### config.mk
export PLATFORM = sky130hd
export DESIGN_NAME = radio_ctrl_top
export DESIGN_NICKNAME = d
export VERILOG_FILES = /design/src/common/radio_ctrl_pkg.sv /design/src/source/control_regs.sv /design/src/timekeeper/vita_time.sv /design/src/source/readback_mux.sv /design/src/source/radio_ctrl_top.sv
export VERILOG_INCLUDE_DIRS = /design/src /design/src/common
export SDC_FILE = /design/constraint.sdc
export NUM_CORES = 1
export LEC_CHECK = 0
export CELL_PAD_IN_SITES_DETAIL_PLACEMENT = 2
export CELL_PAD_IN_SITES_GLOBAL_PLACEMENT = 2
export CORE_UTILIZATION = 40
export DETAILED_ROUTE_END_ITERATION = 12
export DONT_BUFFER_PORTS = 1
export HOLD_SLACK_MARGIN = 0.12
export PLACE_DENSITY_LB_ADDON = 0.05
export SLEW_MARGIN = 20
export SYNTH_ARGS = -nofsm -noshare
export SYNTH_HDL_FRONTEND = slang
export SYNTH_SLANG_ARGS = --single-unit
export TNS_END_PERCENT = 1
### constraint.sdc
create_clock -name dsp_clk -period 5.21 [get_ports dsp_clk]
set_input_delay 0 -clock dsp_clk [delete_from_list [all_inputs] [get_ports dsp_clk]]
set_output_delay 0 -clock dsp_clk [all_outputs]
set_load 0.02 [all_outputs]
### src/common/radio_ctrl_config.svh
/* Register map, bus widths and reset values of the dsp_clk control slice.
   Included by the package and by every block that decodes a settings or readback address */
`ifndef RADIO_CTRL_CONFIG_SVH
`define RADIO_CTRL_CONFIG_SVH

// Settings bus shape
`define RC_SET_ADDR_W 8
`define RC_SET_DATA_W 32

//////////////////////////////
// Settings register bases
//////////////////////////////
`define RC_SR_MISC 0
`define RC_SR_TIME64 10

// Offsets inside the misc bank
`define RC_MISC_SERDES 1
`define RC_MISC_ADC 2
`define RC_MISC_LED_SW 3
`define RC_MISC_PHY 4
`define RC_MISC_LED_SRC 6

// Offsets inside the time bank
`define RC_TIME_HI 0
`define RC_TIME_LO 1
`define RC_TIME_CTRL 2

// LEDs 1 to 4 start under hardware control
`define RC_LED_SRC_RESET 8'h1E

// Major 9, minor 0
`define RC_COMPAT_NUM 32'h0009_0000

//////////////////////////////
// Readback words
//////////////////////////////
`define RC_RB_ADDR_W 4
`define RC_RB_COMPAT 0
`define RC_RB_TIME_HI 1
`define RC_RB_TIME_LO 2
`define RC_RB_PPS_HI 3
`define RC_RB_PPS_LO 4
`define RC_RB_STATUS 5
`define RC_RB_LEDS 6

`endif

### src/common/radio_ctrl_pkg.sv
/* Types shared by the control slice blocks and the testbench.
   Referenced by scoped name, never imported */
`default_nettype none

`include "radio_ctrl_config.svh"

package radio_ctrl_pkg;

   // One write per strobe, already in the dsp_clk domain
   typedef struct packed {
      logic                      stb;
      logic [`RC_SET_ADDR_W-1:0] addr;
      logic [`RC_SET_DATA_W-1:0] data;
   } set_bus_t;

   // Order matches the low bits of the settings word
   typedef struct packed {
      logic enable;
      logic prbsen;
      logic loopen;
      logic rx_en;
   } serdes_ctrl_t;

   typedef struct packed {
      logic oe_a;
      logic on_a;
      logic oe_b;
      logic on_b;
   } adc_ctrl_t;

   // Seconds in the upper word, ticks in the lower
   typedef struct packed {
      logic [31:0] secs_hi;
      logic [31:0] ticks_lo;
   } vita_time_t;

   typedef struct packed {
      logic       button;
      logic       clk_status;
      logic       serdes_link_up;
      logic       good_sync;
      logic [3:0] reserved;
   } status_t;

   // Time load state
   typedef enum logic [1:0] {
      LOAD_IDLE      = 2'd0,
      LOAD_ARMED_PPS = 2'd1
   } time_load_e;

endpackage

`default_nettype wire

### src/source/control_regs.sv
/* Misc settings registers for SERDES, ADC, PHY reset and LEDs, with the LED source mixing.
   Sits on the dsp_clk settings bus next to the timekeeper */
`default_nettype none

`include "radio_ctrl_config.svh"

module control_regs (
   input  wire logic                          dsp_clk,
   input  wire logic                          por_rst,
   input  wire radio_ctrl_pkg::set_bus_t      set_i,
   input  wire logic                          run_rx_i,
   input  wire logic                          run_tx_i,
   input  wire logic                          clk_status_i,
   input  wire logic                          good_sync_i,
   output radio_ctrl_pkg::serdes_ctrl_t       serdes_ctrl_o,
   output radio_ctrl_pkg::adc_ctrl_t          adc_ctrl_o,
   output logic                               phy_resetn_o,
   output logic [7:0]                         leds_o,
   output logic [15:0]                        led_readback_o
);

   localparam int AW = `RC_SET_ADDR_W;

   localparam logic [AW-1:0] ADDR_SERDES  = AW'(`RC_SR_MISC + `RC_MISC_SERDES);
   localparam logic [AW-1:0] ADDR_ADC     = AW'(`RC_SR_MISC + `RC_MISC_ADC);
   localparam logic [AW-1:0] ADDR_LED_SW  = AW'(`RC_SR_MISC + `RC_MISC_LED_SW);
   localparam logic [AW-1:0] ADDR_PHY     = AW'(`RC_SR_MISC + `RC_MISC_PHY);
   localparam logic [AW-1:0] ADDR_LED_SRC = AW'(`RC_SR_MISC + `RC_MISC_LED_SRC);

   localparam int SERDES_W = $bits(radio_ctrl_pkg::serdes_ctrl_t);
   localparam int ADC_W    = $bits(radio_ctrl_pkg::adc_ctrl_t);

   logic wr_serdes;
   logic wr_adc;
   logic wr_led_sw;
   logic wr_phy;
   logic wr_led_src;

   radio_ctrl_pkg::serdes_ctrl_t serdes_q;
   radio_ctrl_pkg::adc_ctrl_t    adc_q;
   logic                         phy_reset_q;
   logic [7:0]                   led_sw_q;
   logic [7:0]                   led_src_q;
   logic [7:0]                   led_hw;

   //////////////////////////////
   // Address decode
   //////////////////////////////
   assign wr_serdes  = set_i.stb && (set_i.addr == ADDR_SERDES);
   assign wr_adc     = set_i.stb && (set_i.addr == ADDR_ADC);
   assign wr_led_sw  = set_i.stb && (set_i.addr == ADDR_LED_SW);
   assign wr_phy     = set_i.stb && (set_i.addr == ADDR_PHY);
   assign wr_led_src = set_i.stb && (set_i.addr == ADDR_LED_SRC);

   always_ff @(posedge dsp_clk) begin
      if (por_rst) begin
         serdes_q    <= '0;
         adc_q       <= '0;
         phy_reset_q <= 1'b0;
         led_sw_q    <= '0;
         led_src_q   <= `RC_LED_SRC_RESET;
      end else begin
         if (wr_serdes) begin
            serdes_q <= radio_ctrl_pkg::serdes_ctrl_t'(set_i.data[SERDES_W-1:0]);
         end
         if (wr_adc) begin
            adc_q <= radio_ctrl_pkg::adc_ctrl_t'(set_i.data[ADC_W-1:0]);
         end
         if (wr_led_sw) begin
            led_sw_q <= set_i.data[7:0];
         end
         if (wr_phy) begin
            phy_reset_q <= set_i.data[0];
         end
         if (wr_led_src) begin
            led_src_q <= set_i.data[7:0];
         end
      end
   end

   assign serdes_ctrl_o = serdes_q;
   assign adc_ctrl_o    = adc_q;

   // PHY pin is active low
   assign phy_resetn_o = ~phy_reset_q;

   //////////////////////////////
   // LED mixing
   //////////////////////////////
   // Mask bit set selects the hardware source
   assign led_hw = {3'b000, run_tx_i, run_rx_i, clk_status_i, good_sync_i, 1'b0};
   assign leds_o = (led_src_q & led_hw) | (~led_src_q & led_sw_q);

   assign led_readback_o = {led_src_q, led_sw_q};

endmodule

`default_nettype wire

### src/timekeeper/vita_time.sv
/* 64-bit VITA timekeeper, loaded at once or at the next PPS edge, latching the time on PPS.
   Written through the time bank of the settings bus */
`default_nettype none

`include "radio_ctrl_config.svh"

module vita_time (
   input  wire logic                       dsp_clk,
   input  wire logic                       por_rst,
   input  wire radio_ctrl_pkg::set_bus_t   set_i,
   input  wire logic                       pps_i,
   output radio_ctrl_pkg::vita_time_t      vita_time_o,
   output radio_ctrl_pkg::vita_time_t      vita_time_pps_o,
   output logic                            pps_int_o,
   output logic                            good_sync_o
);

   localparam int AW = `RC_SET_ADDR_W;

   localparam logic [AW-1:0] ADDR_HI   = AW'(`RC_SR_TIME64 + `RC_TIME_HI);
   localparam logic [AW-1:0] ADDR_LO   = AW'(`RC_SR_TIME64 + `RC_TIME_LO);
   localparam logic [AW-1:0] ADDR_CTRL = AW'(`RC_SR_TIME64 + `RC_TIME_CTRL);

   logic [`RC_SET_DATA_W-1:0]  pend_hi;
   logic [`RC_SET_DATA_W-1:0]  pend_lo;
   radio_ctrl_pkg::time_load_e state;
   radio_ctrl_pkg::vita_time_t time_q;
   radio_ctrl_pkg::vita_time_t load_value;

   // Two sync flops, then one more for the edge detector
   logic [2:0] pps_sync;
   logic       pps_edge;

   logic wr_hi;
   logic wr_lo;
   logic wr_ctrl;
   logic load_now;
   logic load_pps;
   logic time_load;

   assign wr_hi   = set_i.stb && (set_i.addr == ADDR_HI);
   assign wr_lo   = set_i.stb && (set_i.addr == ADDR_LO);
   assign wr_ctrl = set_i.stb && (set_i.addr == ADDR_CTRL);

   // Pending time words
   always_ff @(posedge dsp_clk) begin
      if (wr_hi) begin
         pend_hi <= set_i.data;
      end
      if (wr_lo) begin
         pend_lo <= set_i.data;
      end
   end

   //////////////////////////////
   // PPS synchronizer
   //////////////////////////////
   always_ff @(posedge dsp_clk) begin
      if (por_rst) begin
         pps_sync <= '0;
      end else begin
         pps_sync <= {pps_sync[1:0], pps_i};
      end
   end

   assign pps_edge = pps_sync[1] & ~pps_sync[2];

   //////////////////////////////
   // Load control
   //////////////////////////////
   assign load_now   = wr_ctrl & ~set_i.data[0];
   assign load_pps   = pps_edge & (state == radio_ctrl_pkg::LOAD_ARMED_PPS);
   assign time_load  = load_now | load_pps;
   assign load_value = {pend_hi, pend_lo};

   always_ff @(posedge dsp_clk) begin
      if (por_rst) begin
         state <= radio_ctrl_pkg::LOAD_IDLE;
      end else begin
         case (state)
            radio_ctrl_pkg::LOAD_IDLE: begin
               if (wr_ctrl && set_i.data[0]) begin
                  state <= radio_ctrl_pkg::LOAD_ARMED_PPS;
               end
            end
            radio_ctrl_pkg::LOAD_ARMED_PPS: begin
               // An immediate load drops the pending arm
               if (pps_edge || load_now) begin
                  state <= radio_ctrl_pkg::LOAD_IDLE;
               end
            end
            default: state <= radio_ctrl_pkg::LOAD_IDLE;
         endcase
      end
   end

   // Time counter and PPS latch
   always_ff @(posedge dsp_clk) begin
      if (por_rst) begin
         time_q          <= '0;
         vita_time_pps_o <= '0;
         pps_int_o       <= 1'b0;
         good_sync_o     <= 1'b0;
      end else begin
         if (time_load) begin
            time_q <= load_value;
         end else begin
            time_q <= radio_ctrl_pkg::vita_time_t'(time_q + 64'd1);
         end
         // Latch sees the time from before any load at this edge
         if (pps_edge) begin
            vita_time_pps_o <= time_q;
         end
         pps_int_o <= pps_edge;
         if (load_pps) begin
            good_sync_o <= 1'b1;
         end
      end
   end

   assign vita_time_o = time_q;

endmodule

`default_nettype wire

### src/source/readback_mux.sv
/* Registered readback of version, time, PPS time, status and LED words.
   A strobe returns its word with a one-cycle acknowledge on the next cycle */
`default_nettype none

`include "radio_ctrl_config.svh"

module readback_mux (
   input  wire logic                        dsp_clk,
   input  wire logic                        por_rst,
   input  wire logic                        rb_stb_i,
   input  wire logic [`RC_RB_ADDR_W-1:0]    rb_addr_i,
   input  wire radio_ctrl_pkg::vita_time_t  vita_time_i,
   input  wire radio_ctrl_pkg::vita_time_t  vita_time_pps_i,
   input  wire radio_ctrl_pkg::status_t     status_i,
   input  wire logic [15:0]                 led_readback_i,
   output logic [31:0]                      rb_data_o,
   output logic                             rb_ack_o
);

   localparam int RW = `RC_RB_ADDR_W;
   localparam int SW = $bits(radio_ctrl_pkg::status_t);

   logic [31:0] sel_word;

   //////////////////////////////
   // Word select
   //////////////////////////////
   always_comb begin
      case (rb_addr_i)
         RW'(`RC_RB_COMPAT):  sel_word = `RC_COMPAT_NUM;
         RW'(`RC_RB_TIME_HI): sel_word = vita_time_i.secs_hi;
         RW'(`RC_RB_TIME_LO): sel_word = vita_time_i.ticks_lo;
         RW'(`RC_RB_PPS_HI):  sel_word = vita_time_pps_i.secs_hi;
         RW'(`RC_RB_PPS_LO):  sel_word = vita_time_pps_i.ticks_lo;
         RW'(`RC_RB_STATUS):  sel_word = {{(32 - SW){1'b0}}, status_i};
         RW'(`RC_RB_LEDS):    sel_word = {16'h0000, led_readback_i};
         default:             sel_word = '0;
      endcase
   end

   // Data is captured only on a strobe
   always_ff @(posedge dsp_clk) begin
      if (rb_stb_i) begin
         rb_data_o <= sel_word;
      end
   end

   always_ff @(posedge dsp_clk) begin
      if (por_rst) begin
         rb_ack_o <= 1'b0;
      end else begin
         rb_ack_o <= rb_stb_i;
      end
   end

endmodule

`default_nettype wire

### src/source/radio_ctrl_top.sv
/* Top of the dsp_clk control slice, joining the misc registers, timekeeper and readback.
   The settings bus fans out to every block unchanged */
`default_nettype none

`include "radio_ctrl_config.svh"

module radio_ctrl_top (
   input  wire logic                        dsp_clk,
   input  wire logic                        por_rst,
   input  wire radio_ctrl_pkg::set_bus_t    set_i,
   input  wire logic                        pps_i,
   input  wire logic                        run_rx_i,
   input  wire logic                        run_tx_i,
   input  wire logic                        clk_status_i,
   input  wire logic                        button_i,
   input  wire logic                        serdes_link_up_i,
   input  wire logic                        rb_stb_i,
   input  wire logic [`RC_RB_ADDR_W-1:0]    rb_addr_i,
   output radio_ctrl_pkg::serdes_ctrl_t     serdes_ctrl_o,
   output radio_ctrl_pkg::adc_ctrl_t        adc_ctrl_o,
   output logic                             phy_resetn_o,
   output logic [7:0]                       leds_o,
   output radio_ctrl_pkg::vita_time_t       vita_time_o,
   output logic                             pps_int_o,
   output logic [31:0]                      rb_data_o,
   output logic                             rb_ack_o
);

   radio_ctrl_pkg::vita_time_t vita_time_pps;
   radio_ctrl_pkg::status_t    status;
   logic                       good_sync;
   logic [15:0]                led_readback;

   // Status word for readback
   assign status.button         = button_i;
   assign status.clk_status     = clk_status_i;
   assign status.serdes_link_up = serdes_link_up_i;
   assign status.good_sync      = good_sync;
   assign status.reserved       = '0;

   //////////////////////////////
   // Blocks
   //////////////////////////////
   control_regs control_regs_i (
      .dsp_clk        (dsp_clk),
      .por_rst        (por_rst),
      .set_i          (set_i),
      .run_rx_i       (run_rx_i),
      .run_tx_i       (run_tx_i),
      .clk_status_i   (clk_status_i),
      .good_sync_i    (good_sync),
      .serdes_ctrl_o  (serdes_ctrl_o),
      .adc_ctrl_o     (adc_ctrl_o),
      .phy_resetn_o   (phy_resetn_o),
      .leds_o         (leds_o),
      .led_readback_o (led_readback)
   );

   vita_time vita_time_i (
      .dsp_clk         (dsp_clk),
      .por_rst         (por_rst),
      .set_i           (set_i),
      .pps_i           (pps_i),
      .vita_time_o     (vita_time_o),
      .vita_time_pps_o (vita_time_pps),
      .pps_int_o       (pps_int_o),
      .good_sync_o     (good_sync)
   );

   readback_mux readback_mux_i (
      .dsp_clk         (dsp_clk),
      .por_rst         (por_rst),
      .rb_stb_i        (rb_stb_i),
      .rb_addr_i       (rb_addr_i),
      .vita_time_i     (vita_time_o),
      .vita_time_pps_i (vita_time_pps),
      .status_i        (status),
      .led_readback_i  (led_readback),
      .rb_data_o       (rb_data_o),
      .rb_ack_o        (rb_ack_o)
   );

endmodule

`default_nettype wire

Word-level counts from Yosys, hierarchy flattened

Cells that the tools add are included.

Input port bits: 54
Word-level logic and storage cells: 70
Register bits: 257
Output and inout bits: 115

Reductions and logical operators: 13
Bitwise gates (word level): 11
Muxes and demuxes: 5
Add/subtract/negate cells: 1
Eq/ne operators: 17

Operator list:

| operator              | count |
|---|---|
| $pmux 32 s7           | 1 |
| $add 64x1->64 const B | 1 |
| $mux 64               | 1 |
| $eq 8x4->1 const B    | 3 |
| $eq 8x2->1 const B    | 2 |
| $eq 8x3->1 const B    | 2 |
| $eq 4x3->1 const B    | 3 |
| $logic_and 1x1->1     | 9 |
| $and 8x5->8           | 1 |
| $and 8x8->8           | 1 |
| $eq 4x2->1 const B    | 2 |
| $eq 8x1->1 const B    | 1 |
| $not 8->8             | 1 |
| $or 8x8->8            | 1 |
| $eq 4x1->1 const B    | 1 |
| $logic_not 4->1       | 1 |
| $mux 2                | 2 |
| $pmux 2 s2            | 1 |
| $and 1x1->1           | 3 |
| $not 1->1             | 3 |
| $eq 2x1->1 const B    | 1 |
| $logic_not 2->1       | 1 |
| $ne 2x1->1 const B    | 1 |
| $ne 2x2->1 const B    | 1 |
| 3 further kinds       | 3 |

Depth between registers and ports, before layout

Gate-level depths: netlist (run 1).

Word-level depth: 6
Depth in mapped cells: 8
Depth with buffers taken out: 6

Cells and area by module

A second synthesis (run 1) with hierarchy kept.

Cells, all modules: 1102
Area total of the unflattened synthesis: 11151.9 um^2

By module, submodules not included:

| module         | area each (um^2) | cells an instance | instances | sequential area each (um^2) |
|---|---|---|---|---|
| vita_time      | 7851.3           | 801               | 1         | 4604.4 |
| readback_mux   | 2133.3           | 186               | 1         | 980.9 |
| control_regs   | 1163.6           | 114               | 1         | 500.5 |
| radio_ctrl_top | 3.8              | 1                 | 1         | 0.0 |

Worst setup path before layout (run 1)

Ideal clock, no wire load.

Kind: input port to flip-flop
From: input port set_i[37] (netlist name)
To: register vita_time_i.pend_lo[0] (enable)
Arrival: 3.669 ns
Required time: 4.708 ns
Cell stages on the path: 2
Path buffers: 0
Library setup time: 0.502 ns
Setup slack: 1.040 ns
Path through: or4_1 nor4_1

Longest elaborated chain between the ends: 2

RTL lines:

| element               | RTL line             | text |
|---|---|---|
| from (decl)           | radio_ctrl_top.sv:10 | `input wire radio_ctrl_pkg::set_bus_t set_i,` |
| $eq 8x4->1            | vita_time.sv:42      | `assign wr_lo = set_i.stb && (set_i.addr == ADDR_LO);` |
| $logic_and 1x1->1     | vita_time.sv:42      |  |
| net vita_time_i.wr_lo | vita_time.sv:35      | `logic wr_lo;` |
| to (signal assigned)  | vita_time.sv:51      | `pend_lo <= set_i.data;` |
| to (decl)             | vita_time.sv:25      | `` logic [`RC_SET_DATA_W-1:0] pend_lo; `` |

The timed path passes the listed nets, and every way through them passes these cells.
A chain may end at the register's enable or synchronous reset.

Final worst setup path (run 1)

From: register vita_time_i.time_q, in the netlist vita_time_i.vita_time_o[0]
To: register vita_time_i.time_q, in the netlist vita_time_i.vita_time_o[60]

Longest elaborated chain between the ends: 2

RTL lines:

| element                | RTL line         | text |
|---|---|---|
| from (decl)            | vita_time.sv:27  | `radio_ctrl_pkg::vita_time_t time_q;` |
| from (signal assigned) | vita_time.sv:106 | `time_q <= load_value;` |
| from (signal assigned) | vita_time.sv:108 | `time_q <= radio_ctrl_pkg::vita_time_t'(time_q + 64'd1);` |
| $add 64x1->64          | vita_time.sv:108 |  |
| $mux 64                | vita_time.sv:105 | `if (time_load) begin` |

No other way between the ends.

==> qor.csv, run 1 <==
metric,value,unit
r2r startpoint,vita_time_i.vita_time_o[0]$_SDFF_PP0_,
Setup Crit Path Kind,reg2reg,
clk slew on worst S/H paths,60,ps
CTS Hold Bufs,88,
Final Instance Count excl. Fillers,1520,
sequential cell area fraction in the yosys report,55.59,%
syn_area_per_cell,9.934,um^2
Comb pwr share,3.5,%
DRC viols,0,
vias in the first global route,9565,
Slowest cell on crit path,or4_1,
met3 wire length,2595,um
Post-Place Cells,1378,
Detailed Route Iter0 Violations,764,
n_diodes,0,
internal cell power,3.395,mW
WL/cell,27.26,um
simple-gate share of the synthesized area,20.67,%
"Clk Latency, worst-skew pair",560,ps
run status,finished clean,
CTS sink cnt,256,
initial antenna violation count,2,
DR pass1 iterations,6,
CTS root buf,clkbuf_16,
top sig layer,met4,
Pwr Density,335.5,mW/mm^2
buffer depth of the longest clock path,3,
Crit. End Element,flop,
I/O pins,169,
reg-to-reg endpoint,vita_time_i.vita_time_o[60]$_SDFF_PP0_,
CTS tree,built,
first-pass GRT wire length,62230,um
maximum vdd drop,0.2844,mV
Worst Hold End,readback_mux_i.rb_data_o[1]$_DFFE_PP_,
largest net degree at the start of global routing,160,
nets@finish,1211,
DRT met1 WL,19150,um
R2R cell count,6,
Final Critical Period,3006,ps
final setup vio count,0,
Hold Startpoint,rb_addr_i[1],
die area,0.02803,mm^2
synthesis-to-layout area growth,18.97,%
"Net Count, Synth",1157,
final hold violations,0,
critical path cell sequence,ha_1 > nand2_1 > nor3_4 > nand4_1 > or4_1 > a311oi_1,
area share of fa/ha/maj cells after synthesis,0.1143,%
switch share,22.28,%
layout cells sized above 1,7.040,%
YS warnings,0,
slowest cell delay on critical path,650,ps
Top Family by Delay on Critical Path,simple AND/OR/NAND/NOR gates,
sw power,973.6,uW
maximum net fanout on the critical path,12,
largest family of logic cells by synthesized area,simple AND/OR/NAND/NOR gates,
P_leak,4.302,nW
maximum clock frequency,332.6,MHz
drt via density,6.067,
Synth async-reset ratio,0,%
hold path cells,4,
final RePlAce weighted congestion,0.8298,
RSZ-0062 raised after global routing,no,
Core Region,0.02688,mm^2
"EDFF count, synth",96,
relative slew slack,31.99,%
Pins Over Slew Limit,0,
Compound-Gate Fraction of Synth Area,15.21,%
Tcrit/Tclk final,57.70,%
final wirelength,41440,um
sequential share of power,48.5,%
MaxCap Viol Count,0,
hold crit path type,in2reg,
Die Width,167.4,um
setup bufs post-CTS,0,
worst slew pin tran,1013,ps
die height,167.4,um
Cells after Synth,1102,
number of CTS-inserted buffers,29,
gr ovfl total,0,
Antenna Nets Post-Route,0,
Final Skew,12.61,ps
fin util,48.46,%
Worst setup SP type,flop,
"Buf+Inv Stages, Crit Path",0,
gr usage total,29.51,%
Pwr Total,4.369,mW
Initial Util,40.73,%
hpwl dp,26310,um
post-synthesis xor/xnor area fraction,2.400,%
Critical Path RT,5660,ps
port buffer count,0,
Clk pwr share,48.0,%
register bit count reported by yosys,256,
crit path DAT,3460,ps
metal2 WL,18790,um
ys flop type,dfxtp_1,
Synth cell types,57,
H-tree lvl count,1,
"Cell Area, Synth",0.01095,mm^2
row count,60,
multiplexer share of the synthesized area,2.332,%
R2R setup slack,2200,ps
total negative slack,0,ps
Via Count,9222,
post_cts resized,0,
[kinds of logic (layout without fill, tap and decap cells)]
logic type	after synthesis	after routing
AOI/OAI and AO/OA	244	244
and+or+nand+nor	454	454
DFF	256	256
xor gates and xnor gates	30	30
muxes	25	25
buffers and inverters	92	169
adders and majority gates	1	1
[power groups by stage]
stage                     sequential, mW  combinational, mW  clock, mW
after floorplan                     2.16             0.0619          0
final                               2.12              0.151       2.10
after global routing                2.12              0.160       2.20
after CTS                           2.12              0.149       2.12
after detailed placement            2.16             0.0612          0
after global placement              2.16             0.0607          0
[layout by cell type, fill, tap and decap left out, drive strengths merged, types with 2 or more instances in the layout]
cell type,n
nand2,181
dfxtp,160
nor2,102
edfxtp,96
dlygate4sd3,86
a21oi,68
a22oi,56
nand3,48
clkbuf,40
a211oi,32
a311oi,27
nand4,25
mux2i,21
xor2,19
inv,19
or4,18
o21ai,18
nor2b,16
o31ai,15
xnor2,11
or3,11
and3,11
buf,11
nor3,10
nor4,10
clkinv,8
a22o,6
o21bai,6
nand2b,6
and4,5
a31oi,4
mux2,4
a211o,4
bufinv,4
and2,4
nand3b,3
o22ai,2
a222oi,2
nor3b,2
o31a,2
[metrics by stage]
step                setup WS, ps  instance area, um^2  hold WS (ps)
global route                1984                13020         149.5
finish                      2204                13020         146.7
detailed placement          2232                11150         90.67
CTS                         2215                13020         131.9
global placement            2383                11150         83.41
floorplan                   1040                10950         98.87
[worst register-to-register path: stages, from the launching register on]
cell      delay, ps
dfxtp_1         600
ha_1            350
nand2_1         200
nor3_4          370
nand4_1         480
or4_1           650
a311oi_1        260
[layer usage]
| metal | track usage, % | vias to the layer above |
|---|---|---|
| met3 | 4.987 | 65 |
| met4 | 6.901 | 0 |
| met5 | 0 | - |
| met1 | 42.09 | 4728 |
| li1 | - | 4157 |
| met2 | 46.61 | 272 |
[worst max-delay path by stage]
stage                                                from                                      to  slack (ps)  cells after the start
floorplan                                       set_i[37]        vita_time_i.pend_lo[0]$_DFFE_PP_        1040                      2
global placement    vita_time_i.vita_time_o[0]$_SDFF_PP0_  vita_time_i.vita_time_o[60]$_SDFF_PP0_        2380                      6
detailed placement  vita_time_i.vita_time_o[0]$_SDFF_PP0_  vita_time_i.vita_time_o[60]$_SDFF_PP0_        2230                      6
CTS                 vita_time_i.vita_time_o[0]$_SDFF_PP0_  vita_time_i.vita_time_o[60]$_SDFF_PP0_        2210                      6
global route        vita_time_i.vita_time_o[0]$_SDFF_PP0_  vita_time_i.vita_time_o[60]$_SDFF_PP0_        1980                      6
finish              vita_time_i.vita_time_o[0]$_SDFF_PP0_  vita_time_i.vita_time_o[60]$_SDFF_PP0_        2200                      6
[registers in the layout, indices dropped and copies added, names as in the netlist, 3 cells and up]
| register | flops |
|---|---|
| vita_time_i.vita_time_pps_o | 64 |
| vita_time_i.pend_lo | 32 |
| control_regs_i.adc_ctrl_o | 4 |
| vita_time_i.vita_time_o | 64 |
| readback_mux_i.rb_data_o | 32 |
| control_regs_i.serdes_ctrl_o | 4 |
| vita_time_i.pend_hi | 32 |
| vita_time_i.pps_sync | 3 |
| control_regs_i.led_sw_q | 8 |
| control_regs_i.led_src_q | 8 |
[layout make-up]
class | count | area [um^2]
repair buffers | 97 | 975.9
multi-input cells | 754 | 4506
fillers | 2771 | 13850
clock inverters | 14 | 175.2
well taps | 341 | 426.7
inverters | 18 | 67.56
clock buffers | 40 | 787.0
flip-flops and latches | 256 | 6086
[cells in the mapped netlist (15+ instances only)]
library cell  instances  area, um^2
nand2_1             181       679.4
nand4_1              21       131.4
nor2_1              101       379.1
mux2i_1              21       210.2
a22oi_1              56       420.4
edfxtp_1             96        2883
dfxtp_1             160        3203
xor2_1               19       166.4
inv_1                18       67.56
a21oi_1              68       340.3
nand3_1              45       225.2
o21ai_0              17       85.08
or4_1                18       135.1
a311oi_1             27       236.5
o31ai_1              15       112.6
clkbuf_1             55       206.5
a211oi_1             32       240.2
nor2b_1              16       100.1
(Power assumes the default switching activity.)
==> inputs of run 2 (changes only) <==
Settings changed: CORE_UTILIZATION 40 to 36.
Clock period 5.21 ns to 2.6 ns, I/O delays scaled along.
==> run 2 against run 1 <==
Effect of this change:
- clock power is 110% higher
- largest cell class unchanged
- register-to-register slack worse by 2100 ps
- clock skew is 5.1 ps higher
- cell count is 17% higher
- core utilization is 2.2 points higher
- first-iteration DRC count is 16% lower
- sequential power is 100% higher
- highest routed layer unchanged
- sequential share of layout area is 6.4 points lower
- fmax is 19% higher
- design area is 16% higher
==> qor.csv, run 2 (same netlist as run 1, synthesis figures left out) <==
metric,value,unit,change
layout cells sized above 1,12.52,%,was 7.040%
Detailed Route Iter0 Violations,642,,was 764
I/O pins,169,,unchanged
pre-CTS setup slack,193.0,ps,was 2232 ps
"most common cell after layout, fill and taps aside",dlygate4sd3_1,,was nand2_1
gr ovfl total,0,,unchanged
Core Region,0.02980,mm^2,was 0.02688 mm^2
Pwr Total,8.978,mW,was 4.369 mW
WL/cell,25.96,um,was 27.26 um
crit path DAT,3030,ps,was 3460 ps
row count,63,,was 60
clk slew on worst S/H paths,60,ps,about the same
CTS tree,built,,unchanged
sequential share of power,47.1,%,was 48.5%
die height,176.4,um,was 167.4 um
fin area,0.01508,mm^2,was 0.01302 mm^2
internal cell power,6.986,mW,was 3.395 mW
setup bufs post-CTS,0,,unchanged
Pins Over Slew Limit,0,,unchanged
RSZ-0062 raised after global routing,yes,,was no
Via Count,10180,,was 9222
Final Skew,17.69,ps,was 12.61 ps
"Buf+Inv Stages, Crit Path",2,,was 0
Pwr Density,595.4,mW/mm^2,was 335.5 mW/mm^2
Final Critical Period,2530,ps,was 3006 ps
worst slew pin tran,833.6,ps,was 1013 ps
first-pass GRT wire length,68880,um,was 62230 um
Comb pwr share,3.9,%,was 3.5%
H-tree lvl count,1,,unchanged
Worst setup SP type,flop,,unchanged
hold crit path type,in2reg,,unchanged
final setup vio count,0,,unchanged
run status,finished clean,,unchanged
DR pass1 iterations,5,,was 6
fin worst setup slack,69.75,ps,was 2204 ps
n_diodes,0,,unchanged
total negative slack,0,ps,unchanged
Top Family by Delay on Critical Path,buffers and inverters,,was simple AND/OR/NAND/NOR gates
gr usage total,29.49,%,was 29.51%
drt via density,5.719,,was 6.067
vias in the first global route,10900,,was 9565
number of CTS-inserted buffers,30,,was 29
synthesis-to-layout area growth,37.76,%,was 18.97%
maximum clock frequency,395.2,MHz,was 332.6 MHz
CTS sink cnt,256,,unchanged
CTS root buf,clkbuf_16,,unchanged
nets@finish,1421,,was 1211
multi-input logic area,0.004546,mm^2,was 0.004506 mm^2
final wirelength,46200,um,was 41440 um
switch share,22.19,%,was 22.28%
Setup Crit Path Kind,reg2reg,,unchanged
Initial Util,36.74,%,was 40.73%
DP Area,0.01187,mm^2,was 0.01115 mm^2
initial antenna violation count,1,,was 2
Clk pwr share,49.0,%,was 48.0%
Crit. End Element,flop,,unchanged
FF+latch area,0.006087,mm^2,was 0.006086 mm^2
P_leak,5.668,nW,was 4.302 nW
hpwl dp,28970,um,was 26310 um
"commonest cells after routing, fill and taps aside","211 x dlygate4sd3_1, 180 x nand2_1, 159 x dfxtp_1",,"was 181 x nand2_1, 160 x dfxtp_1, 101 x nor2_1"
Tcrit/Tclk final,97.32,%,was 57.70%
critical path cell sequence,nand4_4 > nor4_4 > buf_4 > nand4_1 > xor2_1 > a211oi_1 > dlygate4sd3_1,,was ha_1 > nand2_1 > nor3_4 > nand4_1 > or4_1 > a311oi_1
maximum vdd drop,0.4884,mV,was 0.2844 mV
slowest cell delay on critical path,580,ps,was 650 ps
Antenna Nets Post-Route,0,,unchanged
port buffer count,0,,unchanged
relative slew slack,44.31,%,was 31.99%
die area,0.03111,mm^2,was 0.02803 mm^2
largest net degree at the start of global routing,149,,was 160
"Clk Latency, worst-skew pair",560,ps,about the same
Fill cells,3050,,was 2771
maximum net fanout on the critical path,8,,was 12
final hold violations,0,,unchanged
WHS,142.5,ps,was 146.7 ps
Critical Path RT,3100,ps,was 5660 ps
DRC viols,0,,unchanged
final RePlAce weighted congestion,0.8014,,was 0.8298
Die Width,176.4,um,was 167.4 um
MaxCap Viol Count,0,,unchanged
buffer depth of the longest clock path,3,,unchanged
sw power,1.992,mW,was 973.6 uW
Slowest cell on crit path,dlygate4sd3_1,,was or4_1
==> run 2: area by class of cell <==
class                      count  share of cell area [%]
clock buffer                  36                   5.268
clock inverter                20                   1.477
inverter                      18                  0.4480
multi-input combinational    755                   30.14
sequential                   256                   40.36
tap                          390                   3.236
timing repair buffer         305                   19.07
==> run 2: worst min-delay path, cell delays in order <==
cell and delay [ps]:
mux2i_1 50, nor2_1 80, dlygate4sd3_1 540
==> run 2: power groups by stage <==
stage | clock network [mW] | registers [mW] | logic [mW]
6_report | 4.40 | 4.23 | 0.348
5_1_grt | 4.61 | 4.23 | 0.372
4_1_cts | 4.44 | 4.23 | 0.342
3_5_place_dp | 0 | 4.32 | 0.152
3_3_place_gp | 0 | 4.32 | 0.150
2_1_floorplan | 0 | 4.32 | 0.126
==> run 2: through the flow <==
stage | utilization [%] | cells
after global routing | 50.61 | 1780
after floorplan | - | 1102
after CTS | 50.51 | 1779
after global placement | 39.85 | 1510
after detailed placement | 39.85 | 1510
final | 50.61 | 1780
==> run 2: worst paths after layout <==
check	from	endpoint	slack, ps	depth (start not counted)
setup / recovery	vita_time_i.vita_time_o[3]$_SDFF_PP0_	vita_time_i.vita_time_o[27]$_SDFF_PP0_	70	7
hold / removal	set_i[4]	control_regs_i.led_sw_q[4]$_SDFFE_PP0P_	140	3
hold reg to reg	vita_time_i.pps_sync[2]$_SDFF_PP0_	vita_time_i.pps_int_o$_SDFF_PP0_	530	1
setup reg to reg	vita_time_i.vita_time_o[3]$_SDFF_PP0_	vita_time_i.vita_time_o[27]$_SDFF_PP0_	70	7
==> run 2: timing repair <==
item,4_1_cts,5_1_grt
setup endpoints to repair,0,18
hold endpoints to repair,330,0
hold buffers,213,0
resized for setup,0,7
==> run 2: routing by layer <==
layer	up-vias	routed length (um)	GRT usage, %
li1	4565	-	-
met1	5285	21030	40.74
met2	270	21950	48.16
met3	59	2324	4.780
met4	0	899	6.825
met5	-	0	0
==> inputs of run 3 (changes only) <==
Settings changed: SYNTH_HIERARCHICAL set to 1.
==> run 3 against run 2 <==
Effect of this change:
- clock skew down 7.6 ps
- critical endpoint is now vita_time_i/vita_time_o[14]$_SDFF_PP0_
- clock power down 2%
- critical path type unchanged
- largest power group unchanged
- worst hold slack better by 1.7 ps
- synthesized cell count unchanged
==> qor.csv, run 3 <==
metric,value,unit,change
run status,finished clean,,unchanged
clk slew on worst S/H paths,60,ps,about the same
crit path DAT,3010,ps,was 3030 ps
register bit count reported by yosys,256,,unchanged
"Cell Area, Synth",0.01115,mm^2,was 0.01095 mm^2
dominant cell by count in the synthesized netlist,nand2_1,,unchanged
Final Skew,10.09,ps,was 17.69 ps
WL/cell,25.76,um,was 25.96 um
Tcrit/Tclk final,96.50,%,was 97.32%
Synth async-reset ratio,0,%,unchanged
gr ovfl total,0,,unchanged
layout cells sized above 1,13.09,%,was 12.52%
final RePlAce weighted congestion,0.7841,,was 0.8014
Synth cell types,66,,was 57
hpwl dp,27820,um,was 28970 um
first-pass GRT wire length,69500,um,was 68880 um
MaxCap Viol Count,0,,unchanged
I/O pins,169,,unchanged
Die Width,178.0,um,was 176.4 um
nets@finish,1444,,was 1421
Fill cells,3086,,was 3050
Setup Crit Path Kind,reg2reg,,unchanged
"commonest cells after routing, fill and taps aside","231 x dlygate4sd3_1, 167 x nand2_1, 160 x dfxtp_1",,"was 211 x dlygate4sd3_1, 180 x nand2_1, 159 x dfxtp_1"
H-tree lvl count,1,,unchanged
"most used cell, CP",buf_4,,
final setup vio count,0,,unchanged
number of CTS-inserted buffers,30,,unchanged
vias in the first global route,11100,,was 10.90k
slowest cell delay on critical path,600,ps,was 580 ps
die height,178.0,um,was 176.4 um
worst slew pin tran,812.3,ps,was 833.6 ps
Antenna Nets Post-Route,0,,unchanged
drt via density,5.662,,was 5.719
Pins Over Slew Limit,0,,unchanged
relative slew slack,45.85,%,was 44.31%
Via Count,10240,,was 10.18k
buffer depth of the longest clock path,3,,unchanged
gr usage total,29.28,%,was 29.49%
YS warnings,6,,was 0
hold crit path type,in2reg,,unchanged
CTS root buf,clkbuf_16,,unchanged
pre-CTS setup slack,-63.68,ps,was 193.0 ps
Core Region,0.03051,mm^2,was 0.02980 mm^2
largest net degree at the start of global routing,162,,was 149
largest area contributor in the netlist,dfxtp_1,,unchanged
ys flop type,dfxtp_1,,unchanged
maximum net fanout on the critical path,5,,was 8
Pwr Density,580.0,mW/mm^2,was 595.4 mW/mm^2
fin worst setup slack,91.08,ps,was 69.75 ps
initial antenna violation count,0,,was 1
Initial Util,36.55,%,was 36.74%
Slowest cell on crit path,dlygate4sd3_1,,unchanged
Cells after Synth,1102,,unchanged
Pwr Total,8.999,mW,was 8.978 mW
Detailed Route Iter0 Violations,577,,was 642
"EDFF count, synth",96,,unchanged
final wirelength,46600,um,was 46200 um
"most common cell after layout, fill and taps aside",dlygate4sd3_1,,unchanged
port buffer count,0,,unchanged
P_leak,5.686,nW,was 5.668 nW
Critical Path RT,3100,ps,about the same
synth cell count leaders,"167 x nand2_1, 160 x dfxtp_1, 96 x edfxtp_1",,"was 181 x nand2_1, 160 x dfxtp_1, 101 x nor2_1"
maximum vdd drop,0.8535,mV,was 0.4884 mV
sequential cell area fraction in the yosys report,54.57,%,was 55.59%
maximum clock frequency,398.6,MHz,was 395.2 MHz
row count,64,,was 63
syn_area_per_cell,10.12,um^2,was 9.934 um^2
final hold violations,0,,unchanged
"Clk Latency, worst-skew pair",560,ps,about the same
CTS tree,built,,unchanged
die area,0.03169,mm^2,was 0.03111 mm^2
DR pass1 iterations,5,,unchanged
Worst setup SP type,flop,,unchanged
Synth area leaders,"dfxtp_1 29%, edfxtp_1 26%, nand2_1 5.6%, mux2i_1 3.6%, a21oi_1 3.0%",,"was dfxtp_1 29%, edfxtp_1 26%, nand2_1 6.2%, a22oi_1 3.8%, nor2_1 3.5%"
n_diodes,0,,unchanged
synthesis-to-layout area growth,39.13,%,was 37.76%
area fraction of the dominant cell type after synthesis,28.72,%,was 29.26%
Crit. End Element,flop,,unchanged
critical path cell sequence,ha_2 > nand3_1 > buf_4 > nor3_1 > buf_4 > and3_1 > xnor2_1 > a211oi_1 > dlygate4sd3_1,,was nand4_4 > nor4_4 > buf_4 > nand4_1 > xor2_1 > a211oi_1 > dlygate4sd3_1
Final Critical Period,2509,ps,was 2530 ps
DRC viols,0,,unchanged
CTS sink cnt,256,,unchanged
run 3: layout make-up:
| type | instances | area, um^2 | share of cell area, % |
|---|---|---|---|
| clock inverters | 17 | 160.2 | 1.032 |
| repair buffers | 325 | 3115 | 20.08 |
| clock buffers | 39 | 847.1 | 5.459 |
| inverters | 10 | 37.54 | 0.2419 |
| well taps | 396 | 495.5 | 3.193 |
| multi-input cells | 766 | 4775 | 30.77 |
| flip-flops and latches | 256 | 6086 | 39.22 |
run 3: worst max-delay path: cells and delay by family (launching register included):
| kind | cells | cell delay (ps) |
|---|---|---|
| buffers and inverters | 3 | 960 |
| and+or+nand+nor | 3 | 520 |
| DFF | 1 | 350 |
| AOI/OAI and AO/OA | 1 | 300 |
| adders and majority gates | 1 | 220 |
| xor gates and xnor gates | 1 | 90 |
run 3: path summary, 6_finish.rpt:
check	start	endpoint	slack (ps)	cells after the start
max	vita_time_i/vita_time_o[0]$_SDFF_PP0_	vita_time_i/vita_time_o[14]$_SDFF_PP0_	90	9
min	set_i[31]	vita_time_i/pend_lo[31]$_DFFE_PP_	140	1
max reg2reg	vita_time_i/vita_time_o[0]$_SDFF_PP0_	vita_time_i/vita_time_o[14]$_SDFF_PP0_	90	9
min reg2reg	control_regs_i/phy_reset_q$_SDFFE_PP0P_	control_regs_i/phy_reset_q$_SDFFE_PP0P_	490	2
run 3: cell families (layout without fill, tap and decap cells):
group / after synthesis / in the layout / share of synthesized area [%]
and+or+nand+nor: 430 / 430 / 19.30
buffers and inverters: 83 / 391 / 3.343
adders and majority gates: 1 / 1 / 0.1122
other: 1 / 4 / 0.03363
muxes: 51 / 51 / 4.701
DFF: 256 / 256 / 54.57
xor gates and xnor gates: 37 / 37 / 2.906
AOI/OAI and AO/OA: 243 / 243 / 15.03
run 3: layer usage:
layer / track usage, % / wire length, um / vias to the layer above
met1: 40.41 / 21400 / 5297
met3: 4.689 / 2237 / 66
met5: 0 / 0 / -
li1: - / - / 4627
met2: 47.49 / 21960 / 253
met4: 7.407 / 1000 / 0
run 3: timing repair:
item | CTS | global route
setup endpoints to repair | 6 | 7
pin swaps | 0 | 3
setup buffers | 0 | 1
resized for setup | 1 | 8
gates cloned | 0 | 0
hold buffers | 234 | 1
endpoints found under the hold margin | 352 | 2
run 3: through the flow:
stage | instances | hold WS [ps] | util [%] | TNS [ps] | area, um^2
floorplan | 1105 | 71.61 | - | -7326 | 11180
global placement | 1517 | 80.38 | 39.55 | 0 | 12070
detailed placement | 1517 | 89.11 | 39.55 | -263.7 | 12070
CTS | 1807 | 120.4 | 50.70 | 0 | 15470
global route | 1809 | 130.3 | 50.86 | -10.48 | 15520
finish | 1809 | 144.1 | 50.86 | 0 | 15520
run 3: report_power, final:
part | switching [mW] | internal (mW) | total (mW)
clock network | 1.75 | 2.58 | 4.33
registers | 0.0427 | 4.19 | 4.23
logic | 0.256 | 0.187 | 0.443
total | 2.04 | 6.95 | 9.00
